===== config.mk =====
export PLATFORM = sky130hd
export DESIGN_NAME = pmsm_top
export DESIGN_NICKNAME = d
export VERILOG_FILES = /design/src/hw/pmsm_pkg.sv /design/src/hw/current_pi_loop.sv /design/src/hw/current_sense_adc.sv /design/src/hw/dead_time_inserter.sv /design/src/hw/pmsm_control_unit.sv /design/src/hw/pmsm_top.sv /design/src/hw/pwm_generator.sv
export VERILOG_INCLUDE_DIRS = /design/src /design/src/hw
export SDC_FILE = /design/constraint.sdc
export NUM_CORES = 2
export LEC_CHECK = 0
export BUFFER_PORTS_ARGS = -buffer_cell sky130_fd_sc_hd__buf_2
export CAP_MARGIN = 20
export CORE_MARGIN = 1.5
export CORE_UTILIZATION = 35
export CTS_CLUSTER_SIZE = 40
export DETAILED_ROUTE_END_ITERATION = 6
export SLEW_MARGIN = 15
export SYNTH_ARGS = -nofsm -noshare
export SYNTH_HDL_FRONTEND = slang
export SYNTH_SLANG_ARGS = --single-unit

===== constraint.sdc =====
create_clock -name sys_clk_i -period 10.2 [get_ports sys_clk_i]
set_input_delay 0.51 -clock sys_clk_i [delete_from_list [all_inputs] [get_ports sys_clk_i]]
set_output_delay 0.51 -clock sys_clk_i [all_outputs]
set_load 0.005 [all_outputs]

===== src/hw/pmsm_params.svh =====
`ifndef PMSM_PARAMS_SVH
`define PMSM_PARAMS_SVH

//======================================================================
// datapath widths and sensor frame
//======================================================================
`define DATA_WIDTH      16     // current, voltage, duty
`define ADC_BITS        12     // sensor code
`define ADC_FRAME_BITS  16     // 4 leading zeros + code, msb first
`define ADC_MIDSCALE    2048   // code at zero current
`define SCLK_HALF       2      // sys clocks per half sclk
`define IMAX_CODE       1500   // overcurrent magnitude limit

//======================================================================
// pwm timing and loop scaling
//======================================================================
`define PWM_PERIOD      200    // clocks per period
`define PWM_HALF        100    // duty for zero volts
`define DEAD_TIME       8      // both switches off per transition
`define GAIN_SHIFT      6      // pi sum scaling
`define INTEG_LIMIT     8000   // integrator clamp, both signs
`define INIT_CYCLES     64     // gate driver wake-up time

`endif


===== src/hw/pmsm_pkg.sv =====
`include "pmsm_params.svh"

package pmsm_pkg;

  typedef logic signed [`DATA_WIDTH-1:0] data_t;  // signed current / voltage
  typedef logic [`DATA_WIDTH-1:0]        duty_t;  // on-time in clocks

  typedef struct packed {
    data_t a;  // phase a
    data_t b;  // phase b
  } phase_current_t;

  typedef struct packed {
    duty_t a;
    duty_t b;
    duty_t c;  // derived from a and b
  } phase_duty_t;

  typedef struct packed {
    logic [7:0] kp;  // proportional gain
    logic [7:0] ki;  // integral gain
  } pi_gain_t;

  typedef struct packed {
    logic a_hi;
    logic a_lo;
    logic b_hi;
    logic b_lo;
    logic c_hi;
    logic c_lo;
  } gate_drive_t;

  typedef enum logic [1:0] {
    IDLE,
    DRIVER_INIT,  // driver enabled, waiting out wake-up
    RUN,
    FAULT         // sticky until reset
  } ctrl_state_e;

endpackage


===== src/hw/current_pi_loop.sv =====
`timescale 1ns/1ps
`include "pmsm_params.svh"

module current_pi_loop (
  input  logic                     sys_clk_i,
  input  logic                     reset_i,
  input  logic                     loop_enable_i,   // integrators held clear when low
  input  logic                     sample_valid_i,
  input  pmsm_pkg::phase_current_t current_i,       // measured a/b
  input  pmsm_pkg::phase_current_t current_set_i,   // demanded a/b
  input  pmsm_pkg::pi_gain_t       gains_i,
  output pmsm_pkg::phase_duty_t    duty_o,
  output logic                     duty_valid_o
);

  localparam int ACC_W = 32;  // headroom for err * gain

  logic signed [ACC_W-1:0] kp;
  logic signed [ACC_W-1:0] ki;
  logic signed [ACC_W-1:0] err     [2];  // index 0 = a, 1 = b
  logic signed [ACC_W-1:0] prop_d  [2];
  logic signed [ACC_W-1:0] integ_d [2];
  logic signed [ACC_W-1:0] prop_q  [2];
  logic signed [ACC_W-1:0] integ_q [2];
  logic signed [ACC_W-1:0] volt    [3];
  logic                    valid_q;      // stage 1 result ready

  function automatic logic signed [ACC_W-1:0] sat_integ(input logic signed [ACC_W-1:0] x);
    if (x > `INTEG_LIMIT)
      return `INTEG_LIMIT;
    if (x < -`INTEG_LIMIT)
      return -`INTEG_LIMIT;
    return x;
  endfunction

  function automatic pmsm_pkg::duty_t clamp_duty(input logic signed [ACC_W-1:0] v);
    logic signed [ACC_W-1:0] d;
    d = v + `PWM_HALF;
    if (d < 0)
      return '0;
    if (d > `PWM_PERIOD)
      return pmsm_pkg::duty_t'(`PWM_PERIOD);
    return pmsm_pkg::duty_t'(d);
  endfunction

  assign kp     = ACC_W'($signed({1'b0, gains_i.kp}));
  assign ki     = ACC_W'($signed({1'b0, gains_i.ki}));
  assign err[0] = ACC_W'($signed(current_set_i.a)) - ACC_W'($signed(current_i.a));
  assign err[1] = ACC_W'($signed(current_set_i.b)) - ACC_W'($signed(current_i.b));

  //====================================================================
  // stage 1: error, p term, saturating integrator
  //====================================================================
  always_comb begin
    for (int i = 0; i < 2; i++) begin
      prop_d[i]  = err[i] * kp;
      integ_d[i] = sat_integ(integ_q[i] + err[i] * ki);
    end
  end

  always_ff @(posedge sys_clk_i) begin
    if (reset_i || !loop_enable_i) begin
      integ_q[0] <= '0;
      integ_q[1] <= '0;
      valid_q    <= 1'b0;
    end else begin
      valid_q <= sample_valid_i;
      if (sample_valid_i) begin
        integ_q[0] <= integ_d[0];
        integ_q[1] <= integ_d[1];
      end
    end
  end

  always_ff @(posedge sys_clk_i) begin
    if (sample_valid_i)
      prop_q <= prop_d;
  end

  //====================================================================
  // stage 2: scale, derive phase c, clamp to period
  //====================================================================
  always_comb begin
    volt[0] = (prop_q[0] + integ_q[0]) >>> `GAIN_SHIFT;
    volt[1] = (prop_q[1] + integ_q[1]) >>> `GAIN_SHIFT;
    volt[2] = -(volt[0] + volt[1]);  // three phases sum to zero
  end

  always_ff @(posedge sys_clk_i) begin
    if (reset_i) begin
      duty_o       <= {3{pmsm_pkg::duty_t'(`PWM_HALF)}};  // zero volts
      duty_valid_o <= 1'b0;
    end else begin
      duty_valid_o <= valid_q;
      if (valid_q) begin
        duty_o.a <= clamp_duty(volt[0]);
        duty_o.b <= clamp_duty(volt[1]);
        duty_o.c <= clamp_duty(volt[2]);
      end
    end
  end

endmodule


===== src/hw/current_sense_adc.sv =====
`timescale 1ns/1ps
`include "pmsm_params.svh"

module current_sense_adc (
  input  logic            sys_clk_i,
  input  logic            reset_i,
  input  logic            sample_start_i,  // start one conversion
  input  logic            sdata_i,         // sensor serial data
  input  logic            ocd_n_i,         // sensor fast overcurrent, low active
  output logic            sclk_o,
  output logic            cs_n_o,
  output pmsm_pkg::data_t current_o,       // code minus midscale
  output logic            sample_valid_o,
  output logic            overcurrent_o
);

  localparam int DIV_W = $clog2(`SCLK_HALF + 1);
  localparam int BIT_W = $clog2(`ADC_FRAME_BITS + 1);
  localparam logic signed [`ADC_BITS:0] MID = `ADC_MIDSCALE;

  logic                        busy_q;      // frame in progress
  logic                        done_q;      // last falling sclk seen
  logic                        ocd_n_q;     // registered ocd pin
  logic [DIV_W-1:0]            div_q;       // sclk half-period divider
  logic [BIT_W-1:0]            bit_cnt_q;   // rising edges so far
  logic [`ADC_BITS-1:0]        shift_q;     // leading zeros fall off the top
  logic signed [`ADC_BITS:0]   offset_code;
  logic [`ADC_BITS:0]          magnitude;
  logic                        half_tick;

  assign half_tick   = busy_q && (div_q == DIV_W'(`SCLK_HALF - 1));
  assign offset_code = $signed({1'b0, shift_q}) - MID;
  assign magnitude   = (offset_code < 0) ? -offset_code : offset_code;

  //====================================================================
  // frame timing
  //====================================================================
  always_ff @(posedge sys_clk_i) begin
    if (reset_i) begin
      busy_q         <= 1'b0;
      done_q         <= 1'b0;
      ocd_n_q        <= 1'b1;
      div_q          <= '0;
      bit_cnt_q      <= '0;
      sclk_o         <= 1'b0;  // idles low
      cs_n_o         <= 1'b1;
      sample_valid_o <= 1'b0;
      overcurrent_o  <= 1'b0;
    end else begin
      ocd_n_q        <= ocd_n_i;
      done_q         <= 1'b0;
      sample_valid_o <= done_q;  // result lands one cycle after frame end
      overcurrent_o  <= (done_q && (magnitude > `IMAX_CODE)) || !ocd_n_q;
      if (done_q)
        cs_n_o <= 1'b1;  // deselect after the final falling edge
      if (sample_start_i && !busy_q) begin
        busy_q    <= 1'b1;
        cs_n_o    <= 1'b0;
        div_q     <= '0;
        bit_cnt_q <= '0;
      end else if (busy_q) begin
        div_q <= half_tick ? '0 : div_q + 1'b1;
        if (half_tick) begin
          sclk_o <= !sclk_o;
          if (!sclk_o) begin
            bit_cnt_q <= bit_cnt_q + 1'b1;  // rising edge
          end else if (bit_cnt_q == BIT_W'(`ADC_FRAME_BITS)) begin
            busy_q <= 1'b0;  // last falling edge, frame done
            done_q <= 1'b1;
          end
        end
      end
    end
  end

  // sample on the rising sclk, sensor moves data on the falling one
  always_ff @(posedge sys_clk_i) begin
    if (half_tick && !sclk_o)
      shift_q <= {shift_q[`ADC_BITS-2:0], sdata_i};
  end

  always_ff @(posedge sys_clk_i) begin
    if (done_q)
      current_o <= pmsm_pkg::data_t'(offset_code);  // sign extended
  end

  // sclk only moves while the sensor is selected
  a_sclk_in_frame: assert property (@(posedge sys_clk_i) disable iff (reset_i)
    $changed(sclk_o) |-> !cs_n_o);

endmodule


===== src/hw/dead_time_inserter.sv =====
`timescale 1ns/1ps
`include "pmsm_params.svh"

module dead_time_inserter (
  input  logic sys_clk_i,
  input  logic reset_i,
  input  logic demand_i,  // 1 = high side wanted
  output logic high_o,
  output logic low_o
);

  localparam int CNT_W = $clog2(`DEAD_TIME + 1);

  logic             demand_q;    // side currently granted
  logic [CNT_W-1:0] dead_cnt_q;  // off-time remaining

  always_ff @(posedge sys_clk_i) begin
    if (reset_i) begin
      demand_q   <= 1'b0;
      dead_cnt_q <= '0;
      high_o     <= 1'b0;
      low_o      <= 1'b1;  // low side parked on
    end else if (demand_i != demand_q) begin
      demand_q   <= demand_i;
      dead_cnt_q <= CNT_W'(`DEAD_TIME);
      high_o     <= 1'b0;  // both off at every switch
      low_o      <= 1'b0;
    end else if (dead_cnt_q != '0) begin
      dead_cnt_q <= dead_cnt_q - 1'b1;
      if (dead_cnt_q == CNT_W'(1)) begin
        high_o <= demand_q;
        low_o  <= !demand_q;
      end
    end
  end

  // any switch-on is preceded by a full dead window with both off
  a_dead_gap: assert property (@(posedge sys_clk_i) disable iff (reset_i)
    ($rose(high_o) || $rose(low_o)) |->
      !(high_o && low_o) && $past(!high_o && !low_o, `DEAD_TIME));

endmodule


===== src/hw/pmsm_control_unit.sv =====
`timescale 1ns/1ps
`include "pmsm_params.svh"

module pmsm_control_unit (
  input  logic sys_clk_i,
  input  logic reset_i,
  input  logic period_start_i,  // pwm period boundary
  input  logic overcurrent_i,   // either sensor over limit
  input  logic drv_nfault_i,    // driver fault, low active
  output logic drv_enable_o,    // gate driver power
  output logic loop_enable_o,   // current loop + pwm run
  output logic sample_start_o,  // kicks both sensor readers
  output logic brake_o,         // band brake engaged
  output logic fault_o
);

  localparam int CNT_W = $clog2(`INIT_CYCLES);

  pmsm_pkg::ctrl_state_e state_q;
  pmsm_pkg::ctrl_state_e state_d;
  logic [CNT_W-1:0]      init_cnt_q;  // driver wake-up timer
  logic                  fault_hit;

  assign fault_hit = overcurrent_i || !drv_nfault_i;

  //====================================================================
  // sequencer
  //====================================================================
  always_comb begin
    state_d = state_q;
    case (state_q)
      pmsm_pkg::IDLE: state_d = pmsm_pkg::DRIVER_INIT;  // power up at once
      pmsm_pkg::DRIVER_INIT: begin
        if (fault_hit)
          state_d = pmsm_pkg::FAULT;
        else if (init_cnt_q == CNT_W'(`INIT_CYCLES - 1))
          state_d = pmsm_pkg::RUN;
      end
      pmsm_pkg::RUN: begin
        if (fault_hit)
          state_d = pmsm_pkg::FAULT;
      end
      default: state_d = pmsm_pkg::FAULT;  // only reset leaves
    endcase
  end

  always_ff @(posedge sys_clk_i) begin
    if (reset_i) begin
      state_q    <= pmsm_pkg::IDLE;
      init_cnt_q <= '0;
    end else begin
      state_q <= state_d;
      if (state_q == pmsm_pkg::DRIVER_INIT)
        init_cnt_q <= init_cnt_q + 1'b1;  // counts only while waiting
      else
        init_cnt_q <= '0;
    end
  end

  assign drv_enable_o   = (state_q == pmsm_pkg::DRIVER_INIT) || (state_q == pmsm_pkg::RUN);
  assign loop_enable_o  = (state_q == pmsm_pkg::RUN);
  assign sample_start_o = period_start_i && (state_q == pmsm_pkg::RUN);  // one per period
  assign brake_o        = (state_q != pmsm_pkg::RUN);  // released only in run
  assign fault_o        = (state_q == pmsm_pkg::FAULT);

  // loop opens only after a full driver wake-up window
  a_loop_after_init: assert property (@(posedge sys_clk_i) disable iff (reset_i)
    $rose(loop_enable_o) |-> $past(drv_enable_o, `INIT_CYCLES));

  // once faulted the loop stays shut
  a_fault_sticky: assert property (@(posedge sys_clk_i) disable iff (reset_i)
    fault_o |=> fault_o && !loop_enable_o);

endmodule


===== src/hw/pmsm_top.sv =====
`timescale 1ns/1ps

module pmsm_top (
  input  logic                     sys_clk_i,
  input  logic                     reset_i,
  input  pmsm_pkg::phase_current_t current_set_i,  // a/b current demand
  input  pmsm_pkg::pi_gain_t       gains_i,
  input  logic                     adc_a_sdata_i,  // sensor a
  input  logic                     adc_a_ocd_n_i,
  output logic                     adc_a_sclk_o,
  output logic                     adc_a_cs_n_o,
  input  logic                     adc_b_sdata_i,  // sensor b
  input  logic                     adc_b_ocd_n_i,
  output logic                     adc_b_sclk_o,
  output logic                     adc_b_cs_n_o,
  input  logic                     drv_nfault_i,   // gate driver
  output logic                     drv_enable_o,
  output pmsm_pkg::gate_drive_t    gate_o,
  output logic                     brake_o,
  output logic                     fault_o,
  output pmsm_pkg::phase_duty_t    duty_o          // phase timing export
);

  logic                     period_start;
  logic                     sample_start;
  logic                     loop_enable;
  logic                     valid_a;       // both readers run in lockstep
  logic                     oc_a;
  logic                     oc_b;
  logic                     duty_valid;
  pmsm_pkg::data_t          current_a;
  pmsm_pkg::data_t          current_b;
  pmsm_pkg::phase_current_t meas_current;

  assign meas_current.a = current_a;
  assign meas_current.b = current_b;

  //====================================================================
  // sequencing
  //====================================================================
  pmsm_control_unit i_control (
    .sys_clk_i      (sys_clk_i),
    .reset_i        (reset_i),
    .period_start_i (period_start),
    .overcurrent_i  (oc_a || oc_b),
    .drv_nfault_i   (drv_nfault_i),
    .drv_enable_o   (drv_enable_o),
    .loop_enable_o  (loop_enable),
    .sample_start_o (sample_start),
    .brake_o        (brake_o),
    .fault_o        (fault_o)
  );

  //====================================================================
  // current datapath
  //====================================================================
  current_sense_adc i_adc_a (
    .sys_clk_i      (sys_clk_i),
    .reset_i        (reset_i),
    .sample_start_i (sample_start),
    .sdata_i        (adc_a_sdata_i),
    .ocd_n_i        (adc_a_ocd_n_i),
    .sclk_o         (adc_a_sclk_o),
    .cs_n_o         (adc_a_cs_n_o),
    .current_o      (current_a),
    .sample_valid_o (valid_a),
    .overcurrent_o  (oc_a)
  );

  current_sense_adc i_adc_b (
    .sys_clk_i      (sys_clk_i),
    .reset_i        (reset_i),
    .sample_start_i (sample_start),
    .sdata_i        (adc_b_sdata_i),
    .ocd_n_i        (adc_b_ocd_n_i),
    .sclk_o         (adc_b_sclk_o),
    .cs_n_o         (adc_b_cs_n_o),
    .current_o      (current_b),
    .sample_valid_o (),  // same timing as reader a
    .overcurrent_o  (oc_b)
  );

  current_pi_loop i_pi_loop (
    .sys_clk_i      (sys_clk_i),
    .reset_i        (reset_i),
    .loop_enable_i  (loop_enable),
    .sample_valid_i (valid_a),
    .current_i      (meas_current),
    .current_set_i  (current_set_i),
    .gains_i        (gains_i),
    .duty_o         (duty_o),
    .duty_valid_o   (duty_valid)
  );

  pwm_generator i_pwm (
    .sys_clk_i      (sys_clk_i),
    .reset_i        (reset_i),
    .enable_i       (loop_enable),
    .duty_i         (duty_o),
    .duty_valid_i   (duty_valid),
    .gate_o         (gate_o),
    .period_start_o (period_start)
  );

endmodule


===== src/hw/pwm_generator.sv =====
`timescale 1ns/1ps
`include "pmsm_params.svh"

module pwm_generator (
  input  logic                  sys_clk_i,
  input  logic                  reset_i,
  input  logic                  enable_i,       // gates forced low when clear
  input  pmsm_pkg::phase_duty_t duty_i,
  input  logic                  duty_valid_i,
  output pmsm_pkg::gate_drive_t gate_o,
  output logic                  period_start_o  // counter at zero
);

  logic [`DATA_WIDTH-1:0] cnt_q;      // 0 .. PWM_PERIOD-1
  pmsm_pkg::phase_duty_t  pending_q;  // next period's duty
  pmsm_pkg::phase_duty_t  active_q;   // duty in force
  logic                   en_q;
  logic [2:0]             demand;     // 0 = a, 1 = b, 2 = c
  logic [2:0]             high;
  logic [2:0]             low;

  assign period_start_o = (cnt_q == '0);

  //====================================================================
  // period counter and duty double buffer
  //====================================================================
  always_ff @(posedge sys_clk_i) begin
    if (reset_i) begin
      cnt_q     <= '0;
      pending_q <= {3{pmsm_pkg::duty_t'(`PWM_HALF)}};
      active_q  <= {3{pmsm_pkg::duty_t'(`PWM_HALF)}};
      en_q      <= 1'b0;
    end else begin
      en_q <= enable_i;
      if (cnt_q == `DATA_WIDTH'(`PWM_PERIOD - 1)) begin
        cnt_q    <= '0;
        active_q <= pending_q;  // new duty in force from count 0
      end else begin
        cnt_q <= cnt_q + 1'b1;
      end
      if (duty_valid_i)
        pending_q <= duty_i;
    end
  end

  assign demand[0] = (cnt_q < active_q.a);
  assign demand[1] = (cnt_q < active_q.b);
  assign demand[2] = (cnt_q < active_q.c);

  for (genvar p = 0; p < 3; p++) begin : g_phase
    dead_time_inserter i_dead_time (
      .sys_clk_i (sys_clk_i),
      .reset_i   (reset_i),
      .demand_i  (demand[p]),
      .high_o    (high[p]),
      .low_o     (low[p])
    );
  end

  assign gate_o.a_hi = high[0] && en_q;  // all off unless running
  assign gate_o.a_lo = low[0]  && en_q;
  assign gate_o.b_hi = high[1] && en_q;
  assign gate_o.b_lo = low[1]  && en_q;
  assign gate_o.c_hi = high[2] && en_q;
  assign gate_o.c_lo = low[2]  && en_q;

endmodule


==> results.cfg <==
[layout]
final_cell_count_no_fill = 7496
fin_util_pct = 39.47
area_growth_pct = 11.75
fillCellCount = 13528
drive_gt1_share_pct = 9.516
nets = 6689

[global_routing]
grt_pass1_wl_um = 198600
antenna_found_initial = 7
grtUsageTotal_pct = 17.88
grt_start_max_net_pins = 67
overflow = 0
grt_pass1_vias = 37223

[pwr]
power_density_nw_per_um2 = 286.6
p_clk_share_pct = 10.8
pwr-share-comb_pct = 76.6
p_int_mw = 7.930
p_switching_mw = 7.207
power_frac_seq_pct = 12.6
p_leak_nw = 24.70
max-vdd-ir-drop_uv = 259.9
switching_share_pct = 47.61

[die]
pin_count = 116
rows = 134
start_util_pct = 35.32
die-area_um2 = 137200
coreArea_um2 = 133800
dieWidth_um = 370.5
die_height_um = 370.5

[critical_path]
crit_fanout = 6
critical_path_class = flop to flop
cp_top_family = adder cells
crit_path_max_incr_delay_ps = 540
crit_arrival_ps = 10050
crit_path_start_kind = flop
slowest_stage = fa_1
cp.required_ps = 10540
crit_path_end_kind = flop
path_buf_inv = 6
timing.critical_path.mode_cell = fa_1

[timing]
final-hold-violation-count = 0
finalSetupViolCount = 0
timing.fmax_ghz = 0.1029
clock_skew_ps = 38.37
hold_slack_ps = 98.74
slew_headroom_pct = 26.82
period_share_pct = 95.26
fin_crit_ps = 9717
tns_ps = 0
drv_slew = 0
timing_worst_slew_pin_value_ps = 1098

[detailed_routing]
route.detailed.drc = 0
wl_met2_um = 55370
wl_per_cell_um = 16.43
dr_wl_met3_um = 5183
viasPerCell = 5.041
highest_layer = met5
drtPass1Iterations = 5
drt_iter0_markers = 2153
totalWireLength_um = 123200
vias = 37786
wl_met1_um = 59580
drt.antenna.violating_nets = 0

[clocking]
clock-root-buffer = clkbuf_16
clk_latency_ps = 620
cts_tree = done
cts.sinks = 395
numCtsBuffers = 46
htreeDepth = 2
cts.clk_slew.worst_paths_ps = 60
cts_max_path_buffers = 3
cts_hold_buf = 0

[yosys]
post_synth.cell_area_avg_um2 = 8.610
synthCells = 5489
synth_fp_nets = 6488
synthFlopType = dfxtp_1
synthArstFlopShare_pct = 0
syn_area_um2 = 47260
synth_edf_count = 176
ys_ff_latch = 395
yosysSeqAreaShare_pct = 20.46
yosys_warnings = 0
ys_types = 94

[run_status]
outcome = complete, no violations

[place]
place_congestion = 0.8637
placed_cells = 7403
portBuffers = 115
dp_hpwl_um = 99130

[run]
cap_violations = 0

[hold_path]
holdCritPathClass = input pin to flop
==> layer usage <==
layer	vias to the layer above	global-route usage, %
li1	18645	-
met1	18279	25.30
met2	716	28.87
met3	140	2.181
met4	6	4.435
met5	-	0
==> sequential cells by signal, indices dropped and copies added (netlist names), 16 cells and up <==
name               cells
i_pi_loop.integ_q     64
i_pwm.pending_q       48
i_pwm.active_q        48
i_pwm.cnt_q           16
i_pi_loop.prop_q      64
i_pi_loop.duty_o      48
==> area by class of cell <==
type / instances / area, µm² / area share, %
clock buffers: 57 / 1242 / 2.353
diodes: 1 / 2.502 / 0.004738
inverters: 850 / 3191 / 6.041
well taps: 1768 / 2212 / 4.189
flip-flops and latches: 395 / 9672 / 18.31
repair buffers: 365 / 2484 / 4.703
multi-input cells: 4032 / 33760 / 63.93
clock inverters: 28 / 247.7 / 0.4691
==> kinds of logic after synthesis <==
| group | count (synthesis) | synth area share, % |
|---|---|---|
| adders and majority gates | 945 | 32.81 |
| buffers and inverters | 1062 | 8.459 |
| muxes | 68 | 1.453 |
| xor gates and xnor gates | 209 | 3.873 |
| DFF | 395 | 20.46 |
| and+or+nand+nor | 1869 | 19.64 |
| AOI/OAI and AO/OA | 941 | 13.30 |
==> synthesized netlist by cell type, drive strengths merged (31+ instances only) <==
cell type	count	area [µm²]
fa	491	9829
xor2	73	639.4
ha	453	5668
clkbuf	201	755.7
nor2	376	1414
nor2b	124	775.7
nor3	96	480.5
o21ai	177	889.6
nand2b	59	369.1
mux2i	63	630.6
and2	270	1689
and3	52	325.3
dfxtp	219	4384
or2	32	200.2
o211ai	50	375.4
a21boi	33	247.7
a211oi	31	242.7
nor4	54	337.8
nand2	573	2151
o21a	40	300.3
xnor2	136	1191
a21oi	256	1285
nand4	44	275.3
or3	31	193.9
nand3	71	355.3
inv	848	3183
a21o	90	684.4
edfxtp	176	5285
==> metrics by stage <==
step	total power, mW	worst slack, ps	cell area [µm²]
after floorplan	9.415	23.25	47260
after global placement	13.27	-476.5	51130
after detailed placement	13.36	-715.1	51130
after CTS	15.10	3.491	52650
after global routing	16.73	-72.55	52810
final	15.14	483.3	52810
==> power by group through the flow <==
stage	clock network [mW]	registers, mW	logic, mW
2_1_floorplan	0	1.92	7.49
3_3_place_gp	0	1.94	11.3
3_5_place_dp	0	1.94	11.4
4_1_cts	1.68	1.90	11.5
5_1_grt	1.74	1.91	13.1
6_report	1.63	1.90	11.6
==> layout by cell type (no fill, tap or decap), types with 149 or more instances in the layout <==
master	netlist	routed
o21ai_0	171	149
fa_1	491	491
buf_4	0	248
inv_1	848	848
nand2_1	573	573
ha_1	453	452
and2_1	270	270
edfxtp_1	176	176
dfxtp_1	219	217
a21oi_1	255	253
nor2_1	375	368
==> final timing paths <==
check        cells after the start                           start  slack [ps]                                     end
max                             38  i_adc_b.current_o[1]$_DFFE_PP_         480  i_pi_loop.integ_q[0][40]$_SDFFCE_PN0P_
min                              1                   adc_a_sdata_i         100            i_adc_a.shift_q[0]$_DFFE_PP_
max reg2reg                     38  i_adc_b.current_o[1]$_DFFE_PP_         480  i_pi_loop.integ_q[0][40]$_SDFFCE_PN0P_
min reg2reg                      1      i_adc_a.ocd_n_q$_SDFF_PP1_         420        i_adc_a.overcurrent_o$_SDFF_PP0_
==> repair_timing <==
| action | CTS | global route |
|---|---|---|
| setup buffers | 2 | 5 |
| gates resized for setup | 9 | 62 |
| gates cloned | 0 | 0 |
| endpoints found under the setup margin | 35 | 64 |
| pin swaps | 3 | 13 |
No activity file was read; power rests on OpenSTA's default activity.
